<file path="config.mk">
export PLATFORM = sky130hd
export DESIGN_NAME = cpuFrontEnd
export DESIGN_NICKNAME = d
export VERILOG_FILES = /design/src/common/frontPkg.sv /design/src/common/decodeBus.sv /design/src/common/fetchBus.sv /design/src/execStage/execStage.sv /design/src/instBuffer/instBuffer.sv /design/src/logic/cpuFrontEnd.sv /design/src/logic/fetchStage.sv
export SDC_FILE = /design/constraint.sdc
export NUM_CORES = 2
export LEC_CHECK = 0
export BUFFER_PORTS_ARGS = -buffer_cell sky130_fd_sc_hd__buf_2
export CAP_MARGIN = 20
export CORE_ASPECT_RATIO = 1.2
export CORE_MARGIN = 2
export CORE_UTILIZATION = 58
export DETAILED_ROUTE_END_ITERATION = 16
export GPL_ROUTABILITY_DRIVEN = 0
export PLACE_DENSITY = 0.78
export SKIP_CTS_REPAIR_TIMING = 1
export SLEW_MARGIN = 0
export SYNTH_ARGS = -nofsm -noshare
export SYNTH_HDL_FRONTEND = slang
export SYNTH_SLANG_ARGS = --single-unit
</file>
<file path="constraint.sdc">
create_clock -name gclk -period 21.1 [get_ports gclk]
set_input_delay 1.055 -clock gclk [delete_from_list [all_inputs] [get_ports gclk]]
set_output_delay 1.055 -clock gclk [all_outputs]
set_load 0.02 [all_outputs]
</file>
<file path="src/common/frontPkg.sv">
package frontPkg;

  // register-register layout
  typedef struct packed {
    logic [5:0]  opcode;
    logic [4:0]  rd;
    logic [4:0]  ra;
    logic [4:0]  rb;
    logic [10:0] alt;
  } instTypeA_s;

  // register-immediate layout
  typedef struct packed {
    logic [5:0]  opcode;
    logic [4:0]  rd;
    logic [4:0]  ra;
    logic [15:0] imm;
  } instTypeB_s;

  // one fetched word, read through either layout
  typedef union packed {
    instTypeA_s a;
    instTypeB_s b;
  } instWord_u;

  // alu opcodes, bit 3 set means immediate form
  localparam logic [5:0] opAdd   = 6'o00;
  localparam logic [5:0] opRsub  = 6'o01;
  localparam logic [5:0] opAddi  = 6'o10;
  localparam logic [5:0] opRsubi = 6'o11;
  localparam logic [5:0] opOr    = 6'o40;
  localparam logic [5:0] opAnd   = 6'o41;
  localparam logic [5:0] opXor   = 6'o42;
  localparam logic [5:0] opOri   = 6'o50;
  localparam logic [5:0] opAndi  = 6'o51;
  localparam logic [5:0] opXori  = 6'o52;

  // flow control and prefix
  localparam logic [5:0] opBr    = 6'o46;
  localparam logic [5:0] opBcc   = 6'o57;
  localparam logic [5:0] opBri   = 6'o56;
  localparam logic [5:0] opImm   = 6'o54;
  localparam logic [5:0] opRtsd  = 6'o55;

  // flag positions inside the ra field of br/bri
  localparam int linkBit = 2;
  localparam int absBit  = 3;

  // bcc conditions, low bits of rd
  localparam logic [2:0] condEq = 3'd0;
  localparam logic [2:0] condNe = 3'd1;

  // interrupt entry
  localparam logic [31:0] intVector  = 32'h0000_0060;
  localparam logic [4:0]  intLinkReg = 5'd14;
  localparam logic [4:0]  intFlags   = 5'(1 << linkBit) | 5'(1 << absBit);
  // bri r14, absolute and linking, to the vector
  localparam logic [31:0] intOpWord  = {opBri, intLinkReg, intFlags, intVector[15:0]};

endpackage

</file>
<file path="src/common/decodeBus.sv">
interface decodeBus import frontPkg::*; ();

  // decoded word, never an imm prefix
  logic      valid;
  instWord_u inst;
  // sign-extended or merged with the prefix
  logic [31:0] immVal;
  logic [31:0] pc;
  // word was replaced by the interrupt branch
  logic      isInterrupt;

  modport source (
    output valid, inst, immVal, pc, isInterrupt
  );

  modport sink (
    input valid, inst, immVal, pc, isInterrupt
  );

endinterface

</file>
<file path="src/common/fetchBus.sv">
interface fetchBus import frontPkg::*; ();

  // single-cycle strobe, no back-pressure
  logic      valid;
  // word and its pc, only meaningful with valid
  instWord_u inst;
  logic [31:0] pc;

  modport source (
    output valid, inst, pc
  );

  modport sink (
    input valid, inst, pc
  );

endinterface

</file>
<file path="src/execStage/execStage.sv">
module execStage import frontPkg::*; (
  input  logic        gclk,
  input  logic        rstN,
  decodeBus.sink      db,
  output logic        wbValid,
  output logic [4:0]  wbRd,
  output logic [31:0] wbData,
  output logic        branchTaken,
  output logic [31:0] branchTarget
);

  logic [31:0] regFile [32];
  logic [31:0] raVal;
  logic [31:0] rbVal;
  // second operand, register or immediate
  logic [31:0] opndB;
  logic [5:0]  opc;
  logic [31:0] result;
  logic [31:0] target;
  logic        writes;
  logic        taken;

  assign opc = db.inst.a.opcode;

  // r0 reads as zero whatever was written
  assign raVal = (db.inst.a.ra == 5'd0) ? '0 : regFile[db.inst.a.ra];
  assign rbVal = (db.inst.a.rb == 5'd0) ? '0 : regFile[db.inst.a.rb];

  // bit 3 of the opcode marks the immediate form
  assign opndB = opc[3] ? db.immVal : rbVal;

  always_comb begin
    result = '0;
    target = '0;
    writes = 1'b0;
    taken  = 1'b0;
    case (opc)
      opAdd, opAddi: begin
        result = raVal + opndB;
        writes = 1'b1;
      end
      // reverse subtract
      opRsub, opRsubi: begin
        result = opndB - raVal;
        writes = 1'b1;
      end
      opOr, opOri: begin
        result = raVal | opndB;
        writes = 1'b1;
      end
      opAnd, opAndi: begin
        result = raVal & opndB;
        writes = 1'b1;
      end
      opXor, opXori: begin
        result = raVal ^ opndB;
        writes = 1'b1;
      end
      opBr, opBri: begin
        taken  = 1'b1;
        target = db.inst.a.ra[absBit] ? opndB : db.pc + opndB;
        // link saves the branch's own pc
        result = db.pc;
        writes = db.inst.a.ra[linkBit];
      end
      opBcc: begin
        target = db.pc + db.immVal;
        case (db.inst.a.rd[2:0])
          condEq:  taken = (raVal == '0);
          condNe:  taken = (raVal != '0);
          default: taken = 1'b0;
        endcase
      end
      opRtsd: begin
        taken  = 1'b1;
        target = raVal + db.immVal;
      end
      default: begin
        writes = 1'b0;
      end
    endcase
  end

  // write lands on the same edge as wbValid, next decode sees it
  always_ff @(posedge gclk) begin
    if (db.valid && writes) begin
      regFile[db.inst.a.rd] <= result;
    end
  end

  always_ff @(posedge gclk or negedge rstN) begin
    if (!rstN) begin
      wbValid     <= 1'b0;
      branchTaken <= 1'b0;
    end else begin
      wbValid     <= db.valid && writes;
      branchTaken <= db.valid && taken;
    end
  end

  always_ff @(posedge gclk) begin
    if (db.valid) begin
      wbRd         <= db.inst.a.rd;
      wbData       <= result;
      branchTarget <= target;
    end
  end

endmodule

</file>
<file path="src/instBuffer/instBuffer.sv">
module instBuffer import frontPkg::*; (
  input  logic gclk,
  input  logic rstN,
  input  logic intReq,
  input  logic intEnable,
  input  logic branchTaken,
  fetchBus.sink     fb,
  decodeBus.source  db
);

  // interrupt sampling and pending latch
  logic [1:0]  intSync;
  logic        intLatch;
  // branch shadow of the decode and execute slots
  logic        dBranch;
  logic        xBranch;
  // imm prefix waiting for its follower
  logic        immPending;
  logic [15:0] immHi;
  logic        shadowBlock;
  logic        doInject;
  // word actually sent to decode
  instWord_u   selWord;
  logic [31:0] selImm;
  logic        selIsImm;
  logic        selIsBranch;

  function automatic logic isBranchOp(input logic [5:0] opc);
    return opc inside {opBr, opBri, opBcc, opRtsd};
  endfunction

  // unresolved branch ahead, injection would land in its shadow
  assign shadowBlock = (dBranch || xBranch) && !branchTaken;

  // never split an imm pair
  assign doInject = intLatch && intEnable && fb.valid && !shadowBlock && !immPending;

  // displaced word is dropped, its pc is kept for the link
  assign selWord = doInject ? instWord_u'(intOpWord) : fb.inst;

  assign selIsImm    = (selWord.b.opcode == opImm);
  assign selIsBranch = isBranchOp(selWord.a.opcode);

  // follower of a prefix takes the upper half from it
  assign selImm = immPending ? {immHi, selWord.b.imm}
                             : {{16{selWord.b.imm[15]}}, selWord.b.imm};

  always_ff @(posedge gclk or negedge rstN) begin
    if (!rstN) begin
      intSync  <= '0;
      intLatch <= 1'b0;
    end else begin
      // sampling frozen while interrupts are off
      if (intEnable) begin
        intSync <= {intSync[0], intReq};
      end
      if (!intEnable) begin
        intLatch <= 1'b0;
      end else if (doInject) begin
        // injected word enters decode on this edge
        intLatch <= 1'b0;
      end else if (intSync[1]) begin
        intLatch <= 1'b1;
      end
    end
  end

  always_ff @(posedge gclk or negedge rstN) begin
    if (!rstN) begin
      db.valid       <= 1'b0;
      db.isInterrupt <= 1'b0;
      dBranch        <= 1'b0;
      xBranch        <= 1'b0;
      immPending     <= 1'b0;
    end else begin
      // prefix is swallowed here
      db.valid       <= fb.valid && !selIsImm;
      db.isInterrupt <= doInject;
      dBranch        <= fb.valid && selIsBranch;
      xBranch        <= dBranch;
      // any fetched word ends the pair, a new prefix starts one
      if (fb.valid) begin
        immPending <= selIsImm;
      end
    end
  end

  always_ff @(posedge gclk) begin
    if (fb.valid) begin
      db.inst   <= selWord;
      db.immVal <= selImm;
      db.pc     <= fb.pc;
      if (selIsImm) begin
        immHi <= selWord.b.imm;
      end
    end
  end

endmodule

</file>
<file path="src/logic/cpuFrontEnd.sv">
module cpuFrontEnd (
  input  logic        gclk,
  input  logic        rstN,
  input  logic        instrValid,
  input  logic [31:0] instrWord,
  input  logic        intReq,
  input  logic        intEnable,
  output logic        wbValid,
  output logic [4:0]  wbRd,
  output logic [31:0] wbData,
  output logic        branchTaken,
  output logic [31:0] branchTarget
);

  // fetch to buffer
  fetchBus  fetchIf ();
  // buffer to execute
  decodeBus decodeIf ();

  // pc and word registration
  fetchStage fetchStage_i (
    .gclk         (gclk),
    .rstN         (rstN),
    .instrValid   (instrValid),
    .instrWord    (instrWord),
    .branchTaken  (branchTaken),
    .branchTarget (branchTarget),
    .fb           (fetchIf)
  );

  // decode, imm merge, interrupt injection
  instBuffer instBuffer_i (
    .gclk        (gclk),
    .rstN        (rstN),
    .intReq      (intReq),
    .intEnable   (intEnable),
    .branchTaken (branchTaken),
    .fb          (fetchIf),
    .db          (decodeIf)
  );

  // branch outputs also feed back to fetch and buffer
  execStage execStage_i (
    .gclk         (gclk),
    .rstN         (rstN),
    .db           (decodeIf),
    .wbValid      (wbValid),
    .wbRd         (wbRd),
    .wbData       (wbData),
    .branchTaken  (branchTaken),
    .branchTarget (branchTarget)
  );

endmodule

</file>
<file path="src/logic/fetchStage.sv">
module fetchStage (
  input  logic        gclk,
  input  logic        rstN,
  input  logic        instrValid,
  input  logic [31:0] instrWord,
  input  logic        branchTaken,
  input  logic [31:0] branchTarget,
  fetchBus.source     fb
);

  // pc the next strobed word gets without a redirect
  logic [31:0] nextPc;
  // pc of the word strobed this cycle
  logic [31:0] wordPc;

  // redirect only hits the word strobed in the resolving cycle
  assign wordPc = branchTaken ? branchTarget : nextPc;

  always_ff @(posedge gclk or negedge rstN) begin
    if (!rstN) begin
      nextPc   <= '0;
      fb.valid <= 1'b0;
    end else begin
      // strobe lasts exactly one cycle on the bus
      fb.valid <= instrValid;
      if (instrValid) begin
        nextPc <= wordPc + 32'd4;
      end
    end
  end

  // payload held until the next strobe
  always_ff @(posedge gclk) begin
    if (instrValid) begin
      fb.inst <= instrWord;
      fb.pc   <= wordPc;
    end
  end

endmodule

</file>
==> out/results.tsv <==
stage	metric	value	unit
synth	synth-edff-count	1253	
routing	firstDrtPassIters	6	
floorplanning	fp.dieW	310	µm
global_routing	antenna_found_initial	5	
global_routing	grt_pass1_vias	40268	
routing	vias_per_cell	7.19	
run	max_cap_viol_count	0	
min_path	min_path_type	flop to flop	
global_routing	grtUsageTotal	0.335	
setup_path	cp.depth	24	
setup_path	reg2reg_to	execStage_i.wbData[30]	
layout	fin_nets	4157	
setup_path	path_delay_family	buffers and inverters	
timing	hold_slack	0.374	ns
routing	drc	0	
clock_network	root_buffer	clkbuf_16	
setup_path	r2r_setup_slack	12.35	ns
clock_network	clk_path_buf_depth	3	
global_routing	grt_use_met1	0.415	
setup_path	crit_path_frequent_cell	buf_4	
global_routing	grt.busiest_layer	met2	
setup_path	crit_path_max_fanout	45	
clock_network	htreeDepth	3	
clock_network	cts_sinks	1305	
timing	min_period	8.75	ns
layout	drive_gt1_frac	0.285	
routing	antenna_left	0	
synth	synthesis.area	65100	µm²
timing	final.setup.tns	0	ns
routing	wl	191	mm
synth	ys.flop_type	edfxtp_1	
power	power_leakage	24.8	nW
routing	routed-via-count	40040	
synth	synthXorXnorAreaFrac	0.0178	
timing	grt_setup_unrepaired	no	
synth	syn_nets	4027	
floorplanning	rows	134	
timing	fin_crit_sh	0.415	
outcome	status	complete, no violations	
synth	synth_cell_type_count	76	
timing	fmax	114	MHz
setup_path	path_buf_inv	5	
setup_path	start_kind	flop	
timing	fin_worst_skew	0.0325	ns
placement	io_buffers	107	
timing	slew-limit-headroom	0.175	
timing	slew_violations	0	
routing	drt-wirelength-per-cell	34.3	µm
synth	avgSynthCellArea	17.0	µm²
clock_network	worstSkewPairLatency	0.76	ns
global_routing	grt_util_met2	0.536	
synth	synth_compound_area_frac	0.0572	
placement	hpwlAfterDp	110	mm
synth	syn_inst	3837	
floorplanning	core-area	111000	µm²
timing	hold_violations	0	
setup_path	worstSetupPathType	flop to flop	
floorplanning	ios	108	
floorplanning	die-area	115000	µm²
synth	synth_top_family_by_area	multiplexers	
setup_path	cp-endpoint	execStage_i.wbData[30]	
routing	drt_iter0_markers	6539	
setup_path	max_stage_delay	0.81	ns
setup_path	crit_chain	buf_4 -> buf_4 -> buf_12 -> buf_4 -> mux4_2 -> mux2i_1 -> mux4_2 -> nor2_1 -> nor4_2 -> nand2_1 -> o21ai_0 -> xnor2_1 -> ha_1 -> and2_1 -> nor2b_1 -> nand3_1 -> o21ai_0 -> o211ai_1 -> a31oi_1 -> nor4_1 -> a21oi_1 -> mux2i_1 -> o221ai_2 -> buf_4	
setup_path	critical-path-slowest-cell	buf_4	
global_routing	grt-ovfl-total	0	
setup_path	reg2reg_depth	24	
timing	tightest_slew	1.24	ns
setup_path	required	21.55	ns
clock_network	cts_made_buffers	119	
layout	final_cell_mix	1253 x edfxtp_1, 597 x mux4_2, 179 x nand2_1, 150 x ha_1, 130 x a21oi_1	
global_routing	grt_start_max_net_pins	160	
synth	ys_seq_area_frac	0.597	
setup_path	cp-end-kind	flop	
floorplanning	chipHeight	371	µm
synth	synth_fa_ha_area_frac	0.0298	
synth	yosys_warnings	0	
layout	area_growth	10.5	%
synth	yosys_register_bits	1305	
setup_path	cp.arrival	9.21	ns
clock_network	cts_tree	built	
power	vdd_ir_drop_max	0.0000858	V
timing	finalSetupViolCount	0	
layout	fillCellCount	7377	
clock_network	clk_pin_slew	0.07	ns
synth	async_flop_share	0.0322	
synth	synth.area.mux_share	0.234	
synth	synth_simple_gate_area_frac	0.0412	
global_routing	use_met3	0.0757	
floorplanning	start_util	0.585	
layout	final_common_cell	edfxtp_1	
global_routing	grt_pass1_wl	274	mm
power	p_per_area	94.2	nW/µm²
[kinds of logic (layout without fill, tap and decap cells)]
logic type      after synthesis  in the layout
flops                      1305           1305
mux                         771            771
compound gates              582            582
simple gates                553            553
buf+inv                     341            574
fa+ha+maj                   153            153
xor+xnor                    132            132
other cells                   0              1
[Yosys cell counts, types with 10 or more instances]
cell type / number / area share
o31ai_1: 12 / 0.0014
a221oi_1: 28 / 0.0038
a31oi_1: 18 / 0.0017
a21o_1: 70 / 0.0081
xor2_1: 40 / 0.0054
a211oi_1: 20 / 0.0023
dfrtp_1: 42 / 0.016
nand3_1: 29 / 0.0022
and3_1: 13 / 0.0012
nor3_1: 23 / 0.0018
nand4_1: 15 / 0.0014
nand2b_1: 42 / 0.0040
clkbuf_1: 127 / 0.0073
nand2_1: 179 / 0.010
inv_1: 112 / 0.0065
a22o_1: 14 / 0.0019
or3_1: 13 / 0.0012
xnor2_1: 92 / 0.012
mux2_2: 54 / 0.0093
a22oi_1: 18 / 0.0021
o22ai_1: 51 / 0.0049
buf_6: 10 / 0.0017
mux4_2: 597 / 0.21
nor2b_1: 23 / 0.0022
dfxtp_1: 10 / 0.0031
buf_1: 51 / 0.0029
edfxtp_1: 1253 / 0.58
mux2i_1: 120 / 0.018
nor2_1: 139 / 0.0080
and2_1: 34 / 0.0033
a21oi_1: 130 / 0.010
o21ai_0: 139 / 0.011
buf_2: 30 / 0.0023
ha_1: 150 / 0.029
[per-stage QoR]
step | setup WS (ns) | total power, W | std cells | area [µm²] | utilization
2_1_floorplan | 13.83 | 0.00418 | 3837 | 65100 | -
3_3_place_gp | 11.98 | 0.00458 | 5330 | 67800 | 0.609
3_5_place_dp | 12.27 | 0.00462 | 5333 | 67900 | 0.610
4_1_cts | 12.20 | 0.00675 | 5557 | 71700 | 0.644
5_1_grt | 11.73 | 0.00700 | 5566 | 71900 | 0.646
6_report | 12.35 | 0.00677 | 5567 | 72000 | 0.646
[routing by layer]
metal | vias up | wire length, µm
met3 | 759 | 24300
met2 | 3134 | 90900
li1 | 15985 | -
met1 | 20154 | 61400
met5 | - | 49
met4 | 8 | 14300
[flip-flops by register name (all words and copies together) (netlist names), 2 cells and up, named ones only]
signal and count:
execStage_i.regFile 1024, execStage_i.branchTarget 32, execStage_i.wbData 32, fetchStage_i.fb.inst 32, fetchStage_i.fb.pc 32, fetchStage_i.nextPc 32
instBuffer_i.db.immVal 32, instBuffer_i.db.pc 32, instBuffer_i.db.inst 16, instBuffer_i.immHi 16, execStage_i.wbRd 5, instBuffer_i.intSync 2
[worst min-delay path by stage]
| stage | depth (start not counted) | endpoint | slack, ns | startpoint |
|---|---|---|---|---|
| after floorplan | 0 | instBuffer_i.xBranch | 0.35 | instBuffer_i.dBranch |
| after global placement | 0 | instBuffer_i.xBranch | 0.36 | instBuffer_i.dBranch |
| after detailed placement | 0 | instBuffer_i.xBranch | 0.36 | instBuffer_i.dBranch |
| after CTS | 0 | instBuffer_i.xBranch | 0.38 | instBuffer_i.dBranch |
| after global routing | 0 | instBuffer_i.xBranch | 0.41 | instBuffer_i.dBranch |
| final | 0 | instBuffer_i.xBranch | 0.37 | instBuffer_i.dBranch |
[power breakdown]
part | internal [W] | total (W) | switching [W]
Clock | 0.00117 | 0.00215 | 0.000988
Sequential | 0.00300 | 0.00309 | 0.0000848
Combinational | 0.000644 | 0.00154 | 0.000892
[area by class of cell]
| type | instances | area [µm²] | area share |
|---|---|---|---|
| multi-input combinational | 2191 | 25200 | 0.350 |
| tap | 1496 | 1870 | 0.0260 |
| antenna | 1 | 2.50 | 0.0000348 |
| clock inverter | 74 | 726 | 0.0101 |
| clock buffer | 150 | 3110 | 0.0433 |
| sequential | 1305 | 38900 | 0.541 |
| timing repair buffer | 237 | 1720 | 0.0239 |
| inverter | 113 | 424 | 0.00590 |
Note: power is estimated with default switching activity, not from simulation.
